<file path="src/source/soc_pkg.sv">
package soc_pkg;

   // fixed bus widths
   localparam int DATA_W = 32;
   localparam int ADDR_W = 32;
   localparam int STRB_W = DATA_W / 8;

   typedef logic [DATA_W-1:0] data_t;
   typedef logic [ADDR_W-1:0] addr_t;
   typedef logic [STRB_W-1:0] strb_t;

   // request from a master, all strobes zero means read
   typedef struct packed {
      logic  valid;
      addr_t addr;
      data_t wdata;
      strb_t wstrb;
   } iob_req_t;

   // response, rvalid pulses one cycle after a read
   typedef struct packed {
      logic  rvalid;
      data_t rdata;
   } iob_resp_t;

   // slave index taken from the top two address bits
   localparam int SEL_MSB = ADDR_W - 1;
   localparam int SEL_LSB = ADDR_W - 2;

   typedef logic [SEL_MSB-SEL_LSB:0] slave_sel_t;

   localparam slave_sel_t SEL_MEM   = 2'd0;
   localparam slave_sel_t SEL_BOOT  = 2'd1;
   localparam slave_sel_t SEL_TIMER = 2'd2;

   // boot sequencing
   typedef enum logic [1:0] {
      ST_HOLD,
      ST_BOOT,
      ST_SWITCH,
      ST_RUN
   } boot_state_t;

endpackage

</file>
<file path="src/source/soc_boot_ctrl.sv">
`timescale 1ns/1ps

module soc_boot_ctrl #(
   parameter int RST_CYCLES = 4
) (
   input  logic              clk_i,
   input  logic              rst_i,
   input  soc_pkg::iob_req_t  req_i,
   output soc_pkg::iob_resp_t resp_o,
   output logic              boot_o,
   output logic              cpu_reset_o
);

   import soc_pkg::*;

   localparam int CNT_W = (RST_CYCLES > 1) ? $clog2(RST_CYCLES) : 1;

   typedef logic [CNT_W-1:0] rst_cnt_t;

   // counter runs down to zero, so load one less than the length
   localparam rst_cnt_t RST_LOAD = rst_cnt_t'(RST_CYCLES - 1);

   boot_state_t state_q;
   boot_state_t state_d;
   rst_cnt_t    cnt_q;
   rst_cnt_t    cnt_d;
   logic        rd_req;
   logic        clear_req;
   logic        rvalid_q;
   data_t       rdata_q;

   // boot flag lives in the state, the register reads it back in bit 0
   assign boot_o      = (state_q == ST_HOLD) || (state_q == ST_BOOT);
   assign cpu_reset_o = (state_q == ST_HOLD) || (state_q == ST_SWITCH);

   assign rd_req = req_i.valid && (req_i.wstrb == '0);

   // only byte 0 matters, and only a zero in bit 0 clears boot
   assign clear_req = req_i.valid && req_i.wstrb[0] && !req_i.wdata[0];

   always_comb begin
      state_d = state_q;
      cnt_d   = cnt_q;
      case (state_q)
         ST_HOLD: begin
            if (cnt_q == '0) begin
               state_d = ST_BOOT;
            end else begin
               cnt_d = cnt_q - 1'b1;
            end
         end
         ST_BOOT: begin
            // leave boot mode and hold the cpu again
            if (clear_req) begin
               state_d = ST_SWITCH;
               cnt_d   = RST_LOAD;
            end
         end
         ST_SWITCH: begin
            if (cnt_q == '0) begin
               state_d = ST_RUN;
            end else begin
               cnt_d = cnt_q - 1'b1;
            end
         end
         ST_RUN: begin
            // stays here until rst_i
            state_d = ST_RUN;
         end
         default: begin
            state_d = ST_HOLD;
            cnt_d   = RST_LOAD;
         end
      endcase
   end

   always_ff @(posedge clk_i) begin
      if (rst_i) begin
         state_q  <= ST_HOLD;
         cnt_q    <= RST_LOAD;
         rvalid_q <= 1'b0;
      end else begin
         state_q  <= state_d;
         cnt_q    <= cnt_d;
         rvalid_q <= rd_req;
      end
   end

   // read value is the flag as seen at the request edge
   always_ff @(posedge clk_i) begin
      rdata_q <= {{(DATA_W-1){1'b0}}, boot_o};
   end

   assign resp_o.rvalid = rvalid_q;
   assign resp_o.rdata  = rdata_q;

endmodule

</file>
<file path="src/source/soc_bus_split.sv">
`timescale 1ns/1ps

module soc_bus_split (
   input  logic              clk_i,
   input  logic              rst_i,
   input  soc_pkg::iob_req_t  m_req_i,
   output soc_pkg::iob_resp_t m_resp_o,
   output soc_pkg::iob_req_t  mem_req_o,
   output soc_pkg::iob_req_t  boot_req_o,
   output soc_pkg::iob_req_t  timer_req_o,
   input  soc_pkg::iob_resp_t mem_resp_i,
   input  soc_pkg::iob_resp_t boot_resp_i,
   input  soc_pkg::iob_resp_t timer_resp_i
);

   import soc_pkg::*;

   // what was asked for on the previous cycle
   typedef struct packed {
      logic       rd;
      slave_sel_t sel;
   } rsp_rec_t;

   slave_sel_t sel;
   rsp_rec_t   rec_d;
   rsp_rec_t   rec_q;

   assign sel = m_req_i.addr[SEL_MSB:SEL_LSB];

   // fields go to every slave, valid only to the addressed one
   always_comb begin
      mem_req_o   = m_req_i;
      boot_req_o  = m_req_i;
      timer_req_o = m_req_i;

      mem_req_o.valid   = m_req_i.valid && (sel == SEL_MEM);
      boot_req_o.valid  = m_req_i.valid && (sel == SEL_BOOT);
      timer_req_o.valid = m_req_i.valid && (sel == SEL_TIMER);
   end

   assign rec_d.rd  = m_req_i.valid && (m_req_i.wstrb == '0);
   assign rec_d.sel = sel;

   always_ff @(posedge clk_i) begin
      if (rst_i) begin
         rec_q <= '0;
      end else begin
         rec_q <= rec_d;
      end
   end

   // response picked by last cycle's selection
   always_comb begin
      m_resp_o = '0;
      case (rec_q.sel)
         SEL_MEM: begin
            m_resp_o = mem_resp_i;
         end
         SEL_BOOT: begin
            m_resp_o = boot_resp_i;
         end
         SEL_TIMER: begin
            m_resp_o = timer_resp_i;
         end
         default: begin
            // unmapped, answer reads with zero
            m_resp_o.rvalid = rec_q.rd;
            m_resp_o.rdata  = '0;
         end
      endcase
   end

endmodule

</file>
<file path="src/source/soc_int_mem.sv">
`timescale 1ns/1ps

module soc_int_mem #(
   parameter int SRAM_ADDR_W    = 12,
   parameter int BOOTROM_ADDR_W = 10
) (
   input  logic                      clk_i,
   input  logic                      rst_i,
   input  logic                      boot_i,

   // instruction side
   input  soc_pkg::iob_req_t          i_req_i,
   output soc_pkg::iob_resp_t         i_resp_o,

   // data side
   input  soc_pkg::iob_req_t          d_req_i,
   output soc_pkg::iob_resp_t         d_resp_o,

   // boot rom
   output logic                      rom_r_valid_o,
   output logic [BOOTROM_ADDR_W-3:0] rom_r_addr_o,
   input  soc_pkg::data_t             rom_r_rdata_i,

   // sram fetch port
   output logic                      i_valid_o,
   output logic [SRAM_ADDR_W-3:0]    i_addr_o,
   input  soc_pkg::data_t             i_rdata_i,

   // sram data port
   output logic                      d_valid_o,
   output logic [SRAM_ADDR_W-3:0]    d_addr_o,
   output soc_pkg::data_t             d_wdata_o,
   output soc_pkg::strb_t             d_wstrb_o,
   input  soc_pkg::data_t             d_rdata_i
);

   logic i_rd_q;
   logic i_rom_q;
   logic d_rd_q;

   // fetches go to rom while booting and to sram after
   // no memory strobes while rst_i is high
   assign rom_r_valid_o = i_req_i.valid && boot_i && !rst_i;
   assign rom_r_addr_o  = i_req_i.addr[BOOTROM_ADDR_W-1:2];
   assign i_valid_o     = i_req_i.valid && !boot_i && !rst_i;
   assign i_addr_o      = i_req_i.addr[SRAM_ADDR_W-1:2];

   // data side always targets sram by word address
   assign d_valid_o = d_req_i.valid && !rst_i;
   assign d_addr_o  = d_req_i.addr[SRAM_ADDR_W-1:2];
   assign d_wdata_o = d_req_i.wdata;
   assign d_wstrb_o = d_req_i.wstrb;

   always_ff @(posedge clk_i) begin
      if (rst_i) begin
         i_rd_q <= 1'b0;
         d_rd_q <= 1'b0;
      end else begin
         i_rd_q <= i_req_i.valid;
         d_rd_q <= d_req_i.valid && (d_req_i.wstrb == '0);
      end
   end

   // source of the fetch in flight keeps rom data for a fetch
   // issued right before the switch
   always_ff @(posedge clk_i) begin
      i_rom_q <= boot_i;
   end

   assign i_resp_o.rvalid = i_rd_q;
   assign i_resp_o.rdata  = i_rom_q ? rom_r_rdata_i : i_rdata_i;

   assign d_resp_o.rvalid = d_rd_q;
   assign d_resp_o.rdata  = d_rdata_i;

endmodule

</file>
<file path="src/source/soc_timer.sv">
`timescale 1ns/1ps

module soc_timer (
   input  logic              clk_i,
   input  logic              rst_i,
   input  soc_pkg::iob_req_t  req_i,
   output soc_pkg::iob_resp_t resp_o
);

   import soc_pkg::*;

   data_t count_q;
   logic  en_q;
   logic  wr_req;
   logic  rd_req;
   logic  ctrl_wr;
   logic  rvalid_q;
   data_t rdata_q;

   assign wr_req = req_i.valid && (req_i.wstrb != '0);
   assign rd_req = req_i.valid && (req_i.wstrb == '0);

   // word 0 is control, enable in bit 0 and clear in bit 1
   assign ctrl_wr = wr_req && !req_i.addr[2] && req_i.wstrb[0];

   always_ff @(posedge clk_i) begin
      if (rst_i) begin
         count_q  <= '0;
         en_q     <= 1'b0;
         rvalid_q <= 1'b0;
      end else begin
         rvalid_q <= rd_req;
         if (ctrl_wr) begin
            en_q <= req_i.wdata[0];
         end
         // clear wins over the increment on the same edge
         if (ctrl_wr && req_i.wdata[1]) begin
            count_q <= '0;
         end else if (en_q) begin
            count_q <= count_q + 1'b1;
         end
      end
   end

   // value before this edge's increment
   always_ff @(posedge clk_i) begin
      rdata_q <= req_i.addr[2] ? count_q : {{(DATA_W-1){1'b0}}, en_q};
   end

   assign resp_o.rvalid = rvalid_q;
   assign resp_o.rdata  = rdata_q;

endmodule

</file>
<file path="src/source/soc_top.sv">
`timescale 1ns/1ps

module soc_top #(
   parameter int SRAM_ADDR_W    = 12,
   parameter int BOOTROM_ADDR_W = 10,
   parameter int RST_CYCLES     = 4
) (
   input  logic                      clk_i,
   input  logic                      rst_i,

   // cpu buses, driven from outside
   input  soc_pkg::iob_req_t          cpu_i_req_i,
   output soc_pkg::iob_resp_t         cpu_i_resp_o,
   input  soc_pkg::iob_req_t          cpu_d_req_i,
   output soc_pkg::iob_resp_t         cpu_d_resp_o,

   // boot rom
   output logic                      rom_r_valid_o,
   output logic [BOOTROM_ADDR_W-3:0] rom_r_addr_o,
   input  soc_pkg::data_t             rom_r_rdata_i,

   // sram
   output logic                      i_valid_o,
   output logic [SRAM_ADDR_W-3:0]    i_addr_o,
   input  soc_pkg::data_t             i_rdata_i,
   output logic                      d_valid_o,
   output logic [SRAM_ADDR_W-3:0]    d_addr_o,
   output soc_pkg::data_t             d_wdata_o,
   output soc_pkg::strb_t             d_wstrb_o,
   input  soc_pkg::data_t             d_rdata_i,

   // system control
   output logic                      boot_o,
   output logic                      cpu_reset_o
);

   import soc_pkg::*;

   // data bus slaves
   iob_req_t  mem_req;
   iob_resp_t mem_resp;
   iob_req_t  boot_req;
   iob_resp_t boot_resp;
   iob_req_t  timer_req;
   iob_resp_t timer_resp;

   soc_boot_ctrl #(
      .RST_CYCLES(RST_CYCLES)
   ) boot_ctrl0 (
      .clk_i      (clk_i),
      .rst_i      (rst_i),
      .req_i      (boot_req),
      .resp_o     (boot_resp),
      .boot_o     (boot_o),
      .cpu_reset_o(cpu_reset_o)
   );

   soc_bus_split dbus_split0 (
      .clk_i       (clk_i),
      .rst_i       (rst_i),
      .m_req_i     (cpu_d_req_i),
      .m_resp_o    (cpu_d_resp_o),
      .mem_req_o   (mem_req),
      .boot_req_o  (boot_req),
      .timer_req_o (timer_req),
      .mem_resp_i  (mem_resp),
      .boot_resp_i (boot_resp),
      .timer_resp_i(timer_resp)
   );

   soc_int_mem #(
      .SRAM_ADDR_W   (SRAM_ADDR_W),
      .BOOTROM_ADDR_W(BOOTROM_ADDR_W)
   ) int_mem0 (
      .clk_i        (clk_i),
      .rst_i        (rst_i),
      .boot_i       (boot_o),
      .i_req_i      (cpu_i_req_i),
      .i_resp_o     (cpu_i_resp_o),
      .d_req_i      (mem_req),
      .d_resp_o     (mem_resp),
      .rom_r_valid_o(rom_r_valid_o),
      .rom_r_addr_o (rom_r_addr_o),
      .rom_r_rdata_i(rom_r_rdata_i),
      .i_valid_o    (i_valid_o),
      .i_addr_o     (i_addr_o),
      .i_rdata_i    (i_rdata_i),
      .d_valid_o    (d_valid_o),
      .d_addr_o     (d_addr_o),
      .d_wdata_o    (d_wdata_o),
      .d_wstrb_o    (d_wstrb_o),
      .d_rdata_i    (d_rdata_i)
   );

   soc_timer timer0 (
      .clk_i (clk_i),
      .rst_i (rst_i),
      .req_i (timer_req),
      .resp_o(timer_resp)
   );

endmodule

</file>
<file path="config.mk">
export PLATFORM = sky130hd
export DESIGN_NAME = soc_top
export DESIGN_NICKNAME = d
export VERILOG_FILES = /design/src/source/soc_pkg.sv /design/src/source/soc_boot_ctrl.sv /design/src/source/soc_bus_split.sv /design/src/source/soc_int_mem.sv /design/src/source/soc_timer.sv /design/src/source/soc_top.sv
export SDC_FILE = /design/constraint.sdc
export NUM_CORES = 1
export LEC_CHECK = 0
export BUFFER_PORTS_ARGS = -buffer_cell sky130_fd_sc_hd__buf_2
export CAP_MARGIN = 0
export CORE_AREA = 2 2 142 144
export DETAILED_ROUTE_END_ITERATION = 7
export DIE_AREA = 0 0 144 146
export PLACE_DENSITY = 0.62
export SYNTH_ARGS = -nofsm -noshare
export SYNTH_HDL_FRONTEND = slang
export SYNTH_HIERARCHICAL = 1
export SYNTH_SLANG_ARGS = --single-unit
</file>
<file path="constraint.sdc">
create_clock -name clk_i -period 3 [get_ports clk_i]
set_input_delay 0.6 -clock clk_i [delete_from_list [all_inputs] [get_ports clk_i]]
set_output_delay 0.6 -clock clk_i [all_outputs]
set_load 0.01 [all_outputs]
</file>
* Word level (Yosys, flattened, before mapping) *
Index checks and enable logic that the tools add are counted.

cells by class
  reductions and logical operators = 35
  add/sub/neg operators = 2
  equality and inequality tests = 11
  muxes and demuxes = 10

operators by type and width
  kind                                                                   count
  33-bit case mux with 3 select lines                                    1
  32-bit by 1-bit adder with 32-bit output, second input constant        1
  32-bit two-way mux                                                     1
  1-bit logical AND                                                      18
  2-bit two-way mux                                                      5
  2-bit equality test, second input constant                             4
  2-bit logical NOT                                                      4
  2-bit case mux with 4 select lines                                     1
  2-bit by 1-bit equality test with 1-bit output, second input constant  3
  2-bit != test, second input constant                                   3
  3-bit AND reduction                                                    2
  1-bit logical NOT                                                      4
  4-bit logical NOT                                                      1
  2-bit case mux with 2 select lines                                     1
  4-bit nonzero test                                                     1
  2-bit OR reduction                                                     2
  1-bit logical OR                                                       2
  2-bit by 1-bit != test with 1-bit output, second input constant        1
  2-bit nonzero test                                                     1
  2-bit by 1-bit subtractor with 2-bit output, second input constant     1
  1-bit two-way mux                                                      1

storage, ports and cells
  bits of input ports = 236
  output and inout port bits = 135
  register bits = 77
  word-level logic and storage cells = 71

* Logic depth before layout (Yosys ltp) *
Gate-level depths: netlist of the first run.

  word-level depth = 7
  depth in mapped cells = 7
  depth with buffers taken out = 6

* By module *
The synthesis of the first run kept the hierarchy.

by module, submodules not included
  module         instances  area each (µm²)  seq. area each (µm²)  cells an instance
  soc_bus_split  1          2,529.9          60.1                  292
  soc_timer      1          2,463.6          1,321.3               250
  soc_int_mem    1          1,377.6          60.1                  143
  soc_boot_ctrl  1          481.7            120.1                 56

* Least setup slack after synthesis of the first run *
No wires, ideal clock.

  path kind = register -> register
  start = register timer0.count_q[0]
  end = register timer0.count_q[20]
  path buffers = 1
  arrival time = 1.704 ns
  clock period less this slack = 1.832 ns
  stages on the path, launching flop included = 8
  library setup time = 0.128 ns
  path slack = 1.168 ns
  data required time = 2.872 ns
  cell sequence = dfxtp_1 > ha_1 > nand3_1 > or3_1 > buf_2 > nor4_1 > xnor2_1 > nor2_1

on the way
  word-level cells in the longest chain between the ends = 1

RTL lines
  what                                      RTL line         text
  start, declared                           soc_timer.sv:12  data_t count_q;
  start signal, assigned                    soc_timer.sv:40  count_q <= count_q + 1'b1;
  32-bit by 1-bit adder with 32-bit output  soc_timer.sv:40

No other way between the ends.
A chain may end at the register's enable or synchronous reset.

==> summary.md, run 1 <==
| Metric | Value |
|---|---|
| Post-DP HPWL | 13200 um |
| Startpoint Class | register |
| Input/output buffers | 186 |
| Share of total power in the clock network | 0.461 |
| CP max stage cell | nor2b_4 |
| Cells after synthesis | 595 |
| Vias in the first global route | 3415 |
| Reg power frac | 0.388 |
| # fillers | 2047 |
| Min-Delay Endpoint | timer0/rdata_q[31]$_SDFF_PN0_ |
| Total chip power | 2.76 mW |
| DR DRC count | 0 |
| Worst slew pin tran | 1.15 ns |
| Starting Density | 0.298 |
| CTS root buf | clkbuf_16 |
| GPL Wtd Cong | 0.836 |
| Layout cells sized above 1 | 0.451 |
| Worst hold path depth | 1 |
| Die Ht | 146 um |
| Final Hold Fails | 0 |
| Inst Count DP | 868 |
| Register Area | 1570 um2 |
| Max clock buf depth | 2 |
| Clock buffer count from CTS | 9 |
| Fmax | 0.362 GHz |
| First-pass GRT wire length | 22500 um |
| CP Capture Type | output port |
| Layout area overhead | 2.85% |
| Clk sinks | 78 |
| Sw Pwr | 681 uW |
| Final WS setup | 0.234 ns |
| Initial antenna violation count | 23 |
| Rel. slew slack | 0.235 |
| Footprint of the multi-input gates | 2630 um2 |
| Post-cts hold buffer count | 0 |
| Row count | 51 |
| Sw Share | 0.246 |
| ANT nets after route | 0 |
| YS warnings | 6 |
| Critical-path maximum fanout | 32 |
| Fin crit period | 2.77 ns |
| Internal power | 2.08 mW |
| Comb pwr share | 0.152 |
| Crit-path cells | nor2b_4 -> o2bb2ai_1 -> buf_2 |
| Register clock-pin slew on the reported worst setup and hold paths | 0.07 ns |
| Leakage power | 2.63 nW |
| Core Region | 19300 um2 |
| Crit share post-route | 0.922 |
| Setup TNS | 0 ns |
| Delay-heaviest family, CP | simple AND/OR/NAND/NOR gates |
| Worst hold start | timer0/count_q[31]$_SDFFE_PP0P_ |
| Die Area | 21000 um2 |
| RR Startpoint | timer0/count_q[0]$_SDFFE_PP0P_ |
| Fin. max-slew vios | 0 |
| Post-Syn Area | 5760 um2 |
| Final clock skew | 0.00723 ns |
| Setup Buffers After CTS | 0 |
| Nets | 852 |
| Final WL | 16200 um |
| Initial DRC count | 184 |
| Largest net degree at the start of global routing | 34 |
| Crit path DAT | 2.17 ns |
| Status | finished, final reports clean |
| R2R cell count | 6 |
| Power per cell area | 467 nW/um2 |
| Max stage delay on crit path | 0.93 ns |
| Max_cap viols | 0 |
| Wirelength per Cell | 18.1 um |
| Initial DRT Pass Iterations | 4 |
| DR vias | 3719 |
| GRT overflow | 0 |
| Fin cells | 894 |
| Place WS | 0.504 ns |
| Final setup fails | 0 |
| DIE WIDTH | 144 um |
| Reg2reg end | timer0/count_q[24]$_SDFFE_PP0P_ |
| Hold Path Class | reg -> reg |
| Total track usage | 0.152 |
| Syn avg cell area | 9.68 um2 |
| R2R Setup Slk | 0.85 ns |
| RSZ-0062 raised after global routing | false |
| CTS tree | yes |
| Post-DR vias/cell | 4.16 |
| Clk_lat worst skew | 0.34 ns |
| Max IR drop VDD | 0.270 mV |
| # resized after CTS | 0 |
| Buf/Inv on CP | 1 |
| Critical path class | reg -> out |
| I/O Pins | 371 |
| Htree depth | 3 |
| Critical Path RT | 2.40 ns |
-- cell usage in the layout, fill, tap and decap left out, types with 5 or more instances in the layout --
master       n
nand4_1      7
nand2_1     10
or3_1        6
buf_2      186
nor3_1       7
nand3_1     14
inv_1        7
conb_1      31
mux2i_1     35
nor4_1       6
buf_4        6
nor2_1      35
and2_1      34
o2bb2ai_2   20
dfxtp_1     75
diode_2     10
xnor2_1     17
mux2_4      30
a21oi_1      6
clkbuf_16    9
xor2_1       9
nor2b_1      5
o2bb2ai_1   12
-- worst register-to-register path, stage by stage, from the launching register on --
cell	delay [ns]
dfxtp_1	0.42
ha_1	0.20
nand3_1	0.23
nor3_4	0.30
nand3_1	0.24
or4_1	0.55
a21oi_1	0.14
-- routing by layer --
layer | GRT usage | part of all wire
met5 | 0 | 0.0078
met3 | 0.163 | 0.20
met1 | 0.180 | 0.42
met2 | 0.174 | 0.34
met4 | 0.0559 | 0.031
-- stage by stage --
stage	utilization	hold slack, ns	instance area (um2)
2_1_floorplan	-	0.453	5870
3_3_place_gp	0.287	0.470	5550
3_5_place_dp	0.287	0.479	5550
4_1_cts	0.305	0.477	5900
5_1_grt	0.305	0.487	5900
6_report	0.306	0.489	5920
-- power groups by stage --
stage                     combinational, mW  sequential [mW]  clock [mW]
after detailed placement              0.426             1.10           0
final                                 0.419             1.07        1.27
after global routing                  0.460             1.07        1.37
after global placement                0.416             1.09           0
after floorplan                       0.456             1.08           0
after CTS                             0.427             1.07        1.33
-- registers in the layout (all words and copies together) (netlist names) --
signal and flops:
int_mem0/d_rd_q 1, int_mem0/i_rom_q 1, boot_ctrl0/rdata_q 1, timer0/count_q 32
boot_ctrl0/state_q 2, boot_ctrl0/rvalid_q 1, timer0/rdata_q 32, dbus_split0/rec_q 3
int_mem0/i_rd_q 1, timer0/en_q 1, boot_ctrl0/cnt_q 2, timer0/rvalid_q 1
-- worst max-delay path by stage --
| stage | start | endpoint | slack [ns] | cells after the start |
|---|---|---|---|---|
| global route | dbus_split0/rec_q[1]$_SDFF_PP0_ | cpu_d_resp_o[0] | 0.005 | 3 |
| finish | dbus_split0/rec_q[1]$_SDFF_PP0_ | cpu_d_resp_o[0] | 0.23 | 3 |
| detailed placement | dbus_split0/rec_q[1]$_SDFF_PP0_ | cpu_d_resp_o[0] | 0.50 | 3 |
| CTS | dbus_split0/rec_q[1]$_SDFF_PP0_ | cpu_d_resp_o[0] | 0.13 | 3 |
| global placement | dbus_split0/rec_q[1]$_SDFF_PP0_ | cpu_d_resp_o[0] | 0.54 | 3 |
| floorplan | timer0/count_q[0]$_SDFFE_PP0P_ | timer0/count_q[20]$_SDFFE_PP0P_ | 1.17 | 7 |
-- cell type report --
type	instances	share of cell area
flip-flops and latches	78	0.264
inverters	7	0.00444
diodes	10	0.00423
clock inverters	7	0.0205
clock buffers	9	0.0380
multi-input cells	325	0.444
repair buffers	193	0.168
well taps	265	0.0560
Note: power is estimated with default switching activity, not from simulation.
==> inputs of run 2 (changes only) <==
Clock period 3 ns to 2.7 ns, I/O delays scaled along.
==> run 2 against run 1 <==
Count of clock-buffer cells in the layout is 2 higher. Combinational power is 14% higher. Power increased by 4.8%. Clock power down 3%. Core utilization shrank 0.091 points. Critical endpoint is now cpu_d_resp_o[32]. Critical path depth unchanged. Sequential share of layout area rose by 0.078 points. Final area shrank 0.30%.
==> summary.md, run 2 (synthesis results as in run 1) <==
| Metric | Value |
|---|---|
| Final setup fails | 0 |
| Critical-path maximum fanout | 33 |
| Share of total power in the clock network | 0.425 |
| RSZ-0062 raised after global routing | false |
| Initial DRT Pass Iterations | 4 |
| Core Region | 19300 um2 |
| Max_cap viols | 0 |
| Max IR drop VDD | 0.287 mV |
| Layout area overhead | 2.54% |
| Largest net degree at the start of global routing | 34 |
| Worst slew pin tran | 1.20 ns |
| Register clock-pin slew on the reported worst setup and hold paths | 0.05 ns |
| Final Hold Fails | 0 |
| Htree depth | 3 |
| Post-DP HPWL | 13400 um |
| Biggest regs | timer0/count_q (32), timer0/rdata_q (32), dbus_split0/rec_q (3) |
| Final design utilization | 0.305 |
| Buf/Inv on CP | 2 |
| DR DRC count | 0 |
| Max stage delay on crit path | 0.57 ns |
| Die Area | 21000 um2 |
| Fin. max-slew vios | 0 |
| Critical Path RT | 2.16 ns |
| Worst hold start | cpu_d_req_i[1] |
| Fmax | 0.407 GHz |
| ANT nets after route | 0 |
| Nets | 855 |
| Status | finished, final reports clean |
| Post-DR vias/cell | 4.17 |
| Internal power | 2.15 mW |
| GPL Wtd Cong | 0.870 |
| Reg2reg end | timer0/count_q[24]$_SDFFE_PP0P_ |
| Clk sinks | 78 |
| Worst hold path depth | 2 |
| CTS root buf | clkbuf_16 |
| Crit-path cells | buf_4 -> mux4_2 -> buf_2 |
| Initial DRC count | 205 |
| Initial antenna violation count | 23 |
| Hold Path Class | in -> reg |
| CP Capture Type | output port |
| Final clock skew | 0.00887 ns |
| Die Ht | 146 um |
| I/O Pins | 371 |
| Delay-heaviest family, CP | buffers and inverters |
| Rel. slew slack | 0.196 |
| Critical path class | reg -> out |
| Max clock buf depth | 2 |
| Setup Buffers After CTS | 0 |
| Input/output buffers | 186 |
| Power per cell area | 491 nW/um2 |
| Sw Pwr | 745 uW |
| First-pass GRT wire length | 22700 um |
| Commonest cells after routing, fill and taps aside | 186 x buf_2, 75 x dfxtp_1, 35 x nor2_1, 35 x mux2i_1, 34 x and2_1 |
| Vias in the first global route | 3499 |
| Starting Density | 0.298 |
| Crit share post-route | 0.910 |
| Min-Delay Endpoint | boot_ctrl0/rvalid_q$_SDFF_PP0_ |
| GRT overflow | 0 |
| Comb pwr share | 0.165 |
| Sw Share | 0.257 |
| # resized after CTS | 0 |
| Wirelength per Cell | 18.3 um |
| RR Startpoint | timer0/count_q[0]$_SDFFE_PP0P_ |
| Post-cts hold buffer count | 0 |
| DR vias | 3745 |
| Clk_lat worst skew | 0.34 ns |
| Fin crit period | 2.46 ns |
| Clock buffer count from CTS | 9 |
| Startpoint Class | register |
| Crit path DAT | 1.92 ns |
| R2R Setup Slk | 0.57 ns |
| Commonest non-fill, non-tap cell in the layout | buf_2 |
| Leakage power | 2.62 nW |
| Reg power frac | 0.410 |
| Layout cells sized above 1 | 0.452 |
| CTS tree | yes |
| CP max stage cell | mux4_2 |
| Final WL | 16500 um |
| Row count | 51 |
| DIE WIDTH | 144 um |
| R2R cell count | 6 |
| Setup TNS | 0 ns |
| Total track usage | 0.153 |
## run 2: cell types whose count changed in the layout (fill, tap and decap cells not counted)
cell       change
clkbuf_8       +1
bufinv_16      -2
nor2b_2        +1
clkinv_2       +1
buf_4          +2
diode_2        +2
clkbuf_1       +1
clkinv_4       -1
## run 2: area by class of cell
cell class	instances	area [um2]
antenna	12	30.0
clock buffer	11	243
clock inverter	5	57.6
fill	2078	13400
inverter	7	26.3
multi-input combinational	326	2640
sequential	78	1570
tap	265	332
timing repair buffer	195	1010
## run 2: power by group through the flow
stage / Sequential, mW / Combinational (mW) / Clock, mW
2_1_floorplan: 1.21 / 0.506 / 0
3_3_place_gp: 1.21 / 0.470 / 0
3_5_place_dp: 1.21 / 0.483 / 0
4_1_cts: 1.19 / 0.485 / 1.28
5_1_grt: 1.19 / 0.525 / 1.32
6_report: 1.19 / 0.478 / 1.23
## run 2: worst max-delay path by stage
stage	from	slack, ns	end	cells after the start
2_1_floorplan	timer0/count_q[0]$_SDFFE_PP0P_	0.87	timer0/count_q[20]$_SDFFE_PP0P_	7
3_3_place_gp	dbus_split0/rec_q[1]$_SDFF_PP0_	0.44	cpu_d_resp_o[0]	3
3_5_place_dp	dbus_split0/rec_q[1]$_SDFF_PP0_	0.42	cpu_d_resp_o[0]	3
4_1_cts	dbus_split0/rec_q[1]$_SDFF_PP0_	0.04	cpu_d_resp_o[0]	3
5_1_grt	dbus_split0/rec_q[0]$_SDFF_PP0_	0.13	cpu_d_resp_o[32]	3
6_report	dbus_split0/rec_q[0]$_SDFF_PP0_	0.24	cpu_d_resp_o[32]	3
## run 2: per-stage QoR
step	hold slack, ns	setup slack [ns]	power (mW)	std cells	instance area [um2]
global route	0.421	0.128	3.03	891	5880
detailed placement	0.478	0.416	1.70	870	5560
floorplan	0.453	0.868	1.71	625	5870
global placement	0.470	0.440	1.68	870	5560
finish	0.422	0.243	2.90	899	5900
CTS	0.406	0.0430	2.95	886	5860
## run 2: routing by layer
metal / track usage / part of all wire / routed length [um] / vias up
met1: 0.186 / 0.42 / 6850 / 1649
met2: 0.170 / 0.34 / 5570 / 145
met3: 0.159 / 0.21 / 3400 / 69
met4: 0.0618 / 0.032 / 523 / 22
li1: - / - / - / 1860
met5: 0 / 0.0086 / 141 / -
